`config.mk`:
```
export PLATFORM = sky130hd
export DESIGN_NAME = cpu_top
export DESIGN_NICKNAME = d
export VERILOG_FILES = /design/src/design/cpu_pkg.sv /design/src/design/cpu_control.sv /design/src/design/program_memory.sv /design/src/design/register_file.sv /design/src/design/cpu_alu.sv /design/src/design/cpu_top.sv
export VERILOG_INCLUDE_DIRS = /design/src /design/src/design
export SDC_FILE = /design/constraint.sdc
export NUM_CORES = 1
export LEC_CHECK = 0
export BUFFER_PORTS_ARGS = -buffer_cell sky130_fd_sc_hd__clkbuf_2
export CAP_MARGIN = 25
export CORE_AREA = 5 5 136 189
export CTS_CLUSTER_DIAMETER = 30
export DETAILED_ROUTE_END_ITERATION = 12
export DIE_AREA = 0 0 141 194
export PLACE_DENSITY = 0.6
export REMOVE_ABC_BUFFERS = 1
export SETUP_SLACK_MARGIN = 0.05
export SYNTH_ARGS = -nofsm -noshare
export SYNTH_HDL_FRONTEND = slang
export SYNTH_SLANG_ARGS = --single-unit
```
`constraint.sdc`:
```
create_clock -name clk -period 6.9 [get_ports clk]
set_input_delay 0.69 -clock clk [delete_from_list [all_inputs] [get_ports clk]]
set_output_delay 0.69 -clock clk [all_outputs]
set_load 0.03 [all_outputs]
```
`src/design/cpu_macros.svh`:
```
////////////////////////////////////////////////////////////////////////////
// cpu macros
// widths, program memory depth and control byte fields of the 8-bit CPU
////////////////////////////////////////////////////////////////////////////

`ifndef CPU_MACROS_SVH
`define CPU_MACROS_SVH

// datapath and program memory geometry
`define CPU_DATA_W    8
`define CPU_ADDR_W    4
`define CPU_MEM_DEPTH 16
`define CPU_OPCODE_W  4

// control byte on uio_in
`define CPU_RUN_BIT   7
`define CPU_MODE_HI   5
`define CPU_MODE_LO   4

// mode field value that writes the program memory
`define CPU_MODE_LOAD 2'b01

`endif

```
`src/design/cpu_pkg.sv`:
```
////////////////////////////////////////////////////////////////////////////
// cpu package
// data types, opcode set and decoded control word of the 8-bit CPU
////////////////////////////////////////////////////////////////////////////

`default_nettype none

`include "cpu_macros.svh"

package cpu_pkg;

  typedef logic [`CPU_DATA_W-1:0]   data_t;
  typedef logic [`CPU_ADDR_W-1:0]   addr_t;
  typedef logic [`CPU_OPCODE_W-1:0] nibble_t;

  // upper nibble of an instruction
  // codes C to F act as NOP
  typedef enum nibble_t {
    OP_NOP    = 4'h0,
    OP_LDA_LO = 4'h1,
    OP_LDA_HI = 4'h2,
    OP_LDB_LO = 4'h3,
    OP_LDB_HI = 4'h4,
    OP_LDC_LO = 4'h5,
    OP_LDC_HI = 4'h6,
    OP_ADD    = 4'h7,
    OP_SUB    = 4'h8,
    OP_MUL    = 4'h9,
    OP_OUT    = 4'hA,
    OP_IN     = 4'hB
  } opcode_e;

  typedef enum logic [1:0] {REG_A, REG_B, REG_C} reg_sel_e;

  typedef enum logic [1:0] {ALU_ADD, ALU_SUB, ALU_MUL} alu_op_e;

  // decoded strobes for one cycle that stay low while the CPU is stopped
  typedef struct packed {
    logic     imm_we;
    logic     imm_hi;
    reg_sel_e imm_sel;
    nibble_t  imm_val;
    logic     in_we;
    logic     alu_we;
    alu_op_e  alu_op;
    logic     out_we;
    reg_sel_e io_sel;
  } ctrl_t;

endpackage

`default_nettype wire

```
`src/design/cpu_control.sv`:
```
////////////////////////////////////////////////////////////////////////////
// cpu control
// program counter and single cycle instruction decode
////////////////////////////////////////////////////////////////////////////

`timescale 1ns/10ps
`default_nettype none

`include "cpu_macros.svh"

module cpu_control import cpu_pkg::*; (
  input  logic  clk,
  input  logic  rst_n,
  input  logic  run,
  input  data_t instr,
  output addr_t pc,
  output ctrl_t ctrl
);

  opcode_e opcode;
  nibble_t operand;
  logic    io_valid;

  assign opcode   = opcode_e'(instr[`CPU_DATA_W-1 -: `CPU_OPCODE_W]);
  assign operand  = instr[`CPU_OPCODE_W-1:0];
  // only A, B and C can be picked by IN and OUT
  assign io_valid = (operand <= nibble_t'(2));

  // wraps from 15 back to 0
  always_ff @(posedge clk or negedge rst_n) begin
    if (!rst_n) begin
      pc <= '0;
    end else if (run) begin
      pc <= pc + 1'b1;
    end
  end

  always_comb begin
    ctrl = '0;
    if (run) begin
      ctrl.imm_val = operand;
      ctrl.io_sel  = reg_sel_e'(operand[1:0]);
      case (opcode)
        OP_LDA_LO, OP_LDA_HI: begin
          ctrl.imm_we  = 1'b1;
          ctrl.imm_sel = REG_A;
          ctrl.imm_hi  = (opcode == OP_LDA_HI);
        end
        OP_LDB_LO, OP_LDB_HI: begin
          ctrl.imm_we  = 1'b1;
          ctrl.imm_sel = REG_B;
          ctrl.imm_hi  = (opcode == OP_LDB_HI);
        end
        OP_LDC_LO, OP_LDC_HI: begin
          ctrl.imm_we  = 1'b1;
          ctrl.imm_sel = REG_C;
          ctrl.imm_hi  = (opcode == OP_LDC_HI);
        end
        OP_ADD: begin
          ctrl.alu_we = 1'b1;
          ctrl.alu_op = ALU_ADD;
        end
        OP_SUB: begin
          ctrl.alu_we = 1'b1;
          ctrl.alu_op = ALU_SUB;
        end
        OP_MUL: begin
          ctrl.alu_we = 1'b1;
          ctrl.alu_op = ALU_MUL;
        end
        OP_OUT: ctrl.out_we = io_valid;
        OP_IN:  ctrl.in_we  = io_valid;
        // NOP and the unused codes
        default: ;
      endcase
    end
  end

endmodule

`default_nettype wire

```
`src/design/program_memory.sv`:
```
////////////////////////////////////////////////////////////////////////////
// program memory
// 16 byte store, written from outside while stopped, read by fetch
////////////////////////////////////////////////////////////////////////////

`timescale 1ns/10ps
`default_nettype none

`include "cpu_macros.svh"

module program_memory import cpu_pkg::*; (
  input  logic  clk,
  input  logic  rst_n,
  input  logic  load_we,
  input  addr_t load_addr,
  input  data_t load_data,
  input  addr_t pc,
  output data_t instr
);

  data_t mem [`CPU_MEM_DEPTH];

  // a cleared byte decodes as NOP
  always_ff @(posedge clk or negedge rst_n) begin
    if (!rst_n) begin
      for (int i = 0; i < `CPU_MEM_DEPTH; i++) begin
        mem[i] <= '0;
      end
    end else if (load_we) begin
      mem[load_addr] <= load_data;
    end
  end

  // fetch is combinational so the instruction executes at the next edge
  assign instr = mem[pc];

endmodule

`default_nettype wire

```
`src/design/register_file.sv`:
```
////////////////////////////////////////////////////////////////////////////
// register file
// registers A, B, C and the held output byte, one write per clock
////////////////////////////////////////////////////////////////////////////

`timescale 1ns/10ps
`default_nettype none

`include "cpu_macros.svh"

module register_file import cpu_pkg::*; (
  input  logic  clk,
  input  logic  rst_n,
  input  ctrl_t ctrl,
  input  data_t in_data,
  input  data_t alu_result,
  output data_t reg_a,
  output data_t reg_b,
  output data_t out_byte
);

  data_t reg_c;
  data_t io_value;

  // replace one half of a register with the immediate nibble
  function automatic data_t load_nibble(data_t cur, logic hi, nibble_t val);
    data_t nxt;
    nxt = cur;
    if (hi) begin
      nxt[`CPU_DATA_W-1 -: `CPU_OPCODE_W] = val;
    end else begin
      nxt[`CPU_OPCODE_W-1:0] = val;
    end
    return nxt;
  endfunction

  // source for OUT
  always_comb begin
    case (ctrl.io_sel)
      REG_A:   io_value = reg_a;
      REG_B:   io_value = reg_b;
      REG_C:   io_value = reg_c;
      default: io_value = '0;
    endcase
  end

  ////////////////////////////////////////////////////////////////////////////
  // write port
  ////////////////////////////////////////////////////////////////////////////

  always_ff @(posedge clk or negedge rst_n) begin
    if (!rst_n) begin
      reg_a    <= '0;
      reg_b    <= '0;
      reg_c    <= '0;
      out_byte <= '0;
    end else if (ctrl.imm_we) begin
      case (ctrl.imm_sel)
        REG_A:   reg_a <= load_nibble(reg_a, ctrl.imm_hi, ctrl.imm_val);
        REG_B:   reg_b <= load_nibble(reg_b, ctrl.imm_hi, ctrl.imm_val);
        REG_C:   reg_c <= load_nibble(reg_c, ctrl.imm_hi, ctrl.imm_val);
        default: ;
      endcase
    end else if (ctrl.in_we) begin
      // ui_in sampled at this edge
      case (ctrl.io_sel)
        REG_A:   reg_a <= in_data;
        REG_B:   reg_b <= in_data;
        REG_C:   reg_c <= in_data;
        default: ;
      endcase
    end else if (ctrl.alu_we) begin
      reg_c <= alu_result;
    end else if (ctrl.out_we) begin
      out_byte <= io_value;
    end
  end

endmodule

`default_nettype wire

```
`src/design/cpu_alu.sv`:
```
////////////////////////////////////////////////////////////////////////////
// cpu alu
// add, subtract and low byte multiply of A and B
////////////////////////////////////////////////////////////////////////////

`timescale 1ns/10ps
`default_nettype none

`include "cpu_macros.svh"

module cpu_alu import cpu_pkg::*; (
  input  data_t   a,
  input  data_t   b,
  input  alu_op_e op,
  output data_t   result
);

  data_t sum;
  data_t diff;
  data_t product;

  // all results wrap modulo 256
  assign sum     = a + b;
  assign diff    = a - b;
  assign product = a * b;

  always_comb begin
    case (op)
      ALU_SUB: result = diff;
      ALU_MUL: result = product;
      default: result = sum;
    endcase
  end

endmodule

`default_nettype wire

```
`src/design/cpu_top.sv`:
```
////////////////////////////////////////////////////////////////////////////
// cpu top
// accumulator CPU with a 16 byte program memory in the tile pin frame
////////////////////////////////////////////////////////////////////////////

`timescale 1ns/10ps
`default_nettype none

`include "cpu_macros.svh"

module cpu_top import cpu_pkg::*; (
  input  logic  clk,
  input  logic  rst_n,
  input  data_t ui_in,
  input  data_t uio_in,
  input  logic  ena,
  output data_t uo_out,
  output data_t uio_out,
  output data_t uio_oe
);

  logic  run;
  logic  load_we;
  addr_t load_addr;
  addr_t pc;
  data_t instr;
  ctrl_t ctrl;
  data_t reg_a;
  data_t reg_b;
  data_t alu_result;

  // run level, mode field and load address from the control byte
  assign run       = uio_in[`CPU_RUN_BIT];
  assign load_we   = !run && (uio_in[`CPU_MODE_HI:`CPU_MODE_LO] == `CPU_MODE_LOAD);
  assign load_addr = uio_in[`CPU_ADDR_W-1:0];

  // bidirectional pins stay inputs
  assign uio_out = '0;
  assign uio_oe  = '0;

  cpu_control u_control (
    .clk   (clk),
    .rst_n (rst_n),
    .run   (run),
    .instr (instr),
    .pc    (pc),
    .ctrl  (ctrl)
  );

  program_memory u_memory (
    .clk       (clk),
    .rst_n     (rst_n),
    .load_we   (load_we),
    .load_addr (load_addr),
    .load_data (ui_in),
    .pc        (pc),
    .instr     (instr)
  );

  register_file u_regs (
    .clk        (clk),
    .rst_n      (rst_n),
    .ctrl       (ctrl),
    .in_data    (ui_in),
    .alu_result (alu_result),
    .reg_a      (reg_a),
    .reg_b      (reg_b),
    .out_byte   (uo_out)
  );

  cpu_alu u_alu (
    .a      (reg_a),
    .b      (reg_b),
    .op     (ctrl.alu_op),
    .result (alu_result)
  );

endmodule

`default_nettype wire

```
; Yosys cells after proc, flatten, opt, wreduce, memory -nomap -nowiden
; Index checks and enable logic that the tools add are counted.
[word_totals]
out_inout_bits = 24
input_bits = 19
register_bits = 164
[op_classes]
multipliers = 1
n_mux = 28
addsub = 3
n_reduce_logical = 19
bitwise = 5
eq_ne = 24
magnitude_cmp = 4
[ops]
columns = operator, count
row1 = $bwmux W128, 1
row2 = $mux W8, 16
row3 = $bmux W8 S4, 1
row4 = $demux W8 S4, 1
row5 = $reduce_and A4 Y1, 7
row6 = $pmux W8 S3, 1
row7 = $eq A4 B3 Y1 const B, 4
row8 = $eq A4 B4 Y1 const B, 4
row9 = $pmux W8 S2, 1
row10 = $mux W15, 1
row11 = $pmux W4 S3, 1
row12 = $ge A5 B5 Y1 const B, 2
row13 = $not A4 Y5, 2
row14 = $pmux W3 S3, 1
row15 = $add A8 B8 Y8, 1
row16 = $eq A2 B1 Y1 const B, 4
row17 = $eq A4 B2 Y1 const B, 2
row18 = $mul A8 B8 Y8, 1
row19 = $mux W4, 2
row20 = $sub A8 B8 Y8, 1
row21 = $eq A2 B2 Y1 const B, 3
row22 = $ne A2 B1 Y1 const B, 3
row23 = $reduce_bool A2 Y1, 3
row24 = $reduce_or A2 Y1, 3
row25 = other kinds (12), 18

; Depth between registers and ports, before layout
[logic_depth]
ltp_word = 13
depth_mapped = 19

; Cells and area by module
; A second synthesis with hierarchy kept.
[unflattened]
hier_cells = 785
hier_area_um2 = 9644.2
[by_module_without_submodules]
columns = mod, instances, cells_each, area_per_inst_um2
row1 = program_memory, 1, 365, 5915.7
row2 = register_file, 1, 172, 1773.0
row3 = cpu_alu, 1, 188, 1447.6
row4 = cpu_control, 1, 42, 371.6
row5 = cpu_top, 1, 18, 136.4

; Worst setup path after synthesis
; OpenSTA, ideal clock, no wires.
[synth_path]
path_type = reg2reg
startpoint = register u_control.pc[0]
endpoint = register u_regs.reg_c[7]
required_time_ns = 6.768
synth_period_minus_slack_ns = 4.077
path_stages_with_launch = 18
slack_ns = 2.823
arrival_time_ns = 3.945
n_path_buf = 3
path_cell_list = dfrtp_1 > buf_6 > buf_2 > mux4_2 > o22a_1 > a21oi_2 > and2_1 > clkbuf_1 > mux2i_1 > ha_1 > nor2b_1 > o2111ai_1 > nand3_1 > o41a_1 > xnor2_1 > o21bai_1 > a31oi_1 > mux2i_1
[synth_between]
elab_chain_cells = 12
[synth_rtl]
columns = item, line_no
row1 = start: declaration, cpu_control.sv:16  ; output addr_t pc,
row2 = start signal: assignment, cpu_control.sv:34  ; pc <= pc + 1'b1;
row3 = $not A4 Y5 (implied by the code) *, program_memory.sv:35  ; assign instr = mem[pc];
row4 = $bmux W8 S4 *, program_memory.sv:35
row5 = $mux W8 (implied by the code) * (2 in series), program_memory.sv:35
row6 = $eq A4 B4 Y1 or $eq A4 B3 Y1 (tied branches), cpu_control.sv:43  ; case (opcode)
row7 = $pmux W3 S3, cpu_control.sv:43
row8 = $mux W15 *, cpu_control.sv:40  ; if (run) begin
row9 = $eq A2 B2 Y1 or $eq A2 B1 Y1 (tied branches), cpu_alu.sv:28  ; case (op)
row10 = $pmux W8 S2, cpu_alu.sv:28
row11 = $mux W8, register_file.sv:72  ; end else if (ctrl.alu_we) begin
row12 = $mux W8, register_file.sv:64  ; end else if (ctrl.in_we) begin
row13 = $mux W8, register_file.sv:57  ; end else if (ctrl.imm_we) begin
row14 = end signal: assignment, register_file.sv:61  ; REG_C: reg_c <= load_nibble(reg_c, ctrl.imm_hi, ctrl.imm_val);
row15 = end signal: assignment, register_file.sv:69  ; REG_C: reg_c <= in_data;
row16 = end signal: assignment, register_file.sv:73  ; reg_c <= alu_result;
row17 = end: declaration, register_file.sv:22  ; data_t reg_c;
; Mark *: on every way between the ends. The rest lies on a longest branch, timed or not. The select of a mux whose other input is x is not followed.
; A chain may end at the register's enable or synchronous reset.

; Worst setup path in the final report
; Ends and elaborated chain as after synthesis.

==> flow_summary.json <==
{
  "p_per_area_nw_per_um2": 429.8,
  "cts_tree": "built",
  "cts.clk_slew.worst_paths_ns": 0.06,
  "startpoint": "u_control.pc[0]",
  "grt_usage_pct": 16.70,
  "area_growth_pct": 9.828,
  "maxSlewHeadroom_pct": 33.95,
  "routed_via_density": 5.345,
  "first_pass_iters": 4,
  "yosysSeqAreaShare_pct": 43.86,
  "finalSetupViolCount": 0,
  "path_common_cell": "mux2i_1",
  "drc": 0,
  "post-route-util_pct": 43.17,
  "crit_family": "compound AO/OA/AOI/OAI gates",
  "final_antenna_net_count": 0,
  "path_max_fanout": 20,
  "dieArea_um2": 27350,
  "cp.arrival_ns": 5.30,
  "min_period_ns": 4.997,
  "hold_violations": 0,
  "diodes": 0,
  "final_max_slew_viol_count": 0,
  "required_ns": 7.20,
  "worst_setup_path_end_kind": "flop",
  "cts.htree.levels": 4,
  "cts_buffers": 17,
  "synth_edf_count": 0,
  "timing.rr.start": "u_control.pc[0]",
  "final_layout_size_suffix_gt1_share_pct": 33.38,
  "die_w_um": 141,
  "root_buffer": "clkbuf_16",
  "synthTopCellsByArea": "dfrtp_1 44%, mux2_2 18%, mux4_2 7.9%",
  "die_h_um": 194,
  "dpl.hpwl_um": 15580,
  "vias": 5805,
  "final_common_cell": "dfrtp_1",
  "worst-path-buf-inv": 0,
  "worst-setup-path-type": "reg -> reg",
  "grt_max_degree": 104,
  "start_util_pct": 39.31,
  "ys_warn_count": 0,
  "fmaxAchievable_ghz": 0.2001,
  "holdWs_ns": 0.02979,
  "tightest_slew_ns": 0.9872,
  "clockBufferDepth": 2,
  "max_cap_viol_count": 0,
  "synthArstFlopShare_pct": 100.0,
  "fin_area_um2": 10280,
  "hold_class": "in -> async",
  "yosys_register_bits": 164,
  "post-route-period-util_pct": 72.43,
  "reg2reg_depth": 15,
  "startpoint_type": "flop",
  "leakage_nw": 4.729,
  "synth_cells": 753,
  "boundaryPins": 43,
  "antenna_found_initial": 0,
  "synth_area_um2": 9358,
  "ctsHoldBuffers": 0,
  "grt_pass1_wl_um": 35620,
  "status": "finished, final reports clean",
  "synth_ff_type": "dfrtp_1",
  "path_cells": "mux4_2 > a22oi_1 > nand2_1 > a21oi_2 > and2_1 > mux2i_1 > ha_1 > nor2b_1 > o2111ai_1 > nand3_1 > o41a_1 > xnor2_1 > o21bai_1 > a31oi_1 > mux2i_1",
  "synth_top_area_share_pct": 43.86,
  "fp-row-count": 67,
  "avgSynthCellArea_um2": 12.43,
  "rsz0062_at_grt": "false",
  "grt-ovfl-total": 0,
  "r2r_slack_ns": 1.90,
  "dp_cells": 1053,
  "skew_ns": 0.008647,
  "synth_top_area_cell": "dfrtp_1",
  "io_buffers": 24,
  "r2r_end": "u_regs.reg_c[7]",
  "nNetsFinal": 821,
  "core_region_area_um2": 23810,
  "final_cell_mix": "163 x dfrtp_1, 148 x mux2_2, 61 x nand2_1",
  "grt_pass1_vias": 6220,
  "cpPeakStageDelay_ns": 0.89,
  "drtIter0Drc": 293,
  "routedWlPerCell_um": 20.01,
  "max-vdd-ir-drop_mv": 0.1829,
  "gp_congestion": 0.8277,
  "post_cts_buffers": 0,
  "insertion_delay_ns": 0.42,
  "stdcell_count": 1086,
  "synth_cell_types": 54,
  "setup_tns_ns": 0,
  "dpl_cell_area_um2": 9682,
  "cts-resized-gates": 0,
  "totalWireLength_um": 21740,
  "cts.sink_count": 164,
  "crit_slowest_cell": "dfrtp_2"
}
-- sequential cells by signal, summed over array words and instances, names as in the netlist --
name and count:
u_regs.out_byte 8, u_control.pc 4, u_regs.reg_b 8, u_regs.reg_a 8
u_regs.reg_c 8, u_memory.mem 128
-- area by class of cell --
type | count | area, µm²
inverters | 30 | 112.6
well taps | 310 | 387.9
repair buffers | 29 | 196.4
clock buffers | 19 | 442.9
clock inverters | 13 | 125.1
fillers | 2278 | 13530
flip-flops and latches | 164 | 4105
multi-input cells | 521 | 4907
-- Yosys cell counts (5+ instances only) --
cell type  instances
o211ai_1           5
a22oi_1           19
nor2_1            28
a21o_1             6
mux4_2            33
nor3b_1            5
a21oi_1           13
nor2b_1            6
nand2_1           61
fa_1              13
xnor2_1           27
a22o_1            10
nand3_1           11
buf_4             17
ha_1              26
dfrtp_1          164
and2_1            26
clkbuf_1          22
buf_2              8
inv_1             29
mux2i_1            9
mux2_2           148
xor2_1             5
o21ai_0            8
-- per-layer routing --
layer	share of wire (%)	GRT usage [%]	wire length, µm	up-vias
li1	-	-	-	2680
met1	41	20.16	8987	3006
met2	55	30.77	11920	89
met3	1.7	2.122	373	30
met4	2.1	4.955	457	0
met5	0	0	0	-
-- worst max-delay path by stage --
| stage | to | slack (ns) | depth (start not counted) |
|---|---|---|---|
| after CTS | u_regs.reg_c[7] | 1.87 | 15 |
| final | u_regs.reg_c[7] | 1.90 | 15 |
| after global routing | u_regs.reg_c[7] | 1.56 | 15 |
| after floorplan | u_regs.reg_c[7] | 2.01 | 15 |
| after global placement | u_regs.reg_c[6] | 1.93 | 15 |
| after detailed placement | u_regs.reg_c[7] | 1.89 | 15 |
-- logic make-up after synthesis --
| kind of cell | count (synthesis) | share of synthesized area, % |
|---|---|---|
| AOI/OAI and AO/OA | 82 | 6.873 |
| buffers and inverters | 83 | 4.359 |
| muxes | 195 | 27.48 |
| other | 1 | 0.04007 |
| DFF | 164 | 43.86 |
| xor gates and xnor gates | 32 | 2.995 |
| and+or+nand+nor | 157 | 8.143 |
| adders and majority gates | 39 | 6.258 |
-- power by group --
part	switching, W	internal (W)
clock network	0.000402	0.000511
registers	0.000274	0.00115
logic	0.00110	0.000977
total	0.00178	0.00264
-- metrics by stage --
| stage | power, W | worst slack (ns) |
|---|---|---|
| detailed placement | 0.003540 | 1.885 |
| global route | 0.004742 | 1.563 |
| global placement | 0.003503 | 1.926 |
| floorplan | 0.002909 | 2.014 |
| finish | 0.004417 | 1.903 |
| CTS | 0.004468 | 1.866 |
Power figures use the tool's default switching activity.
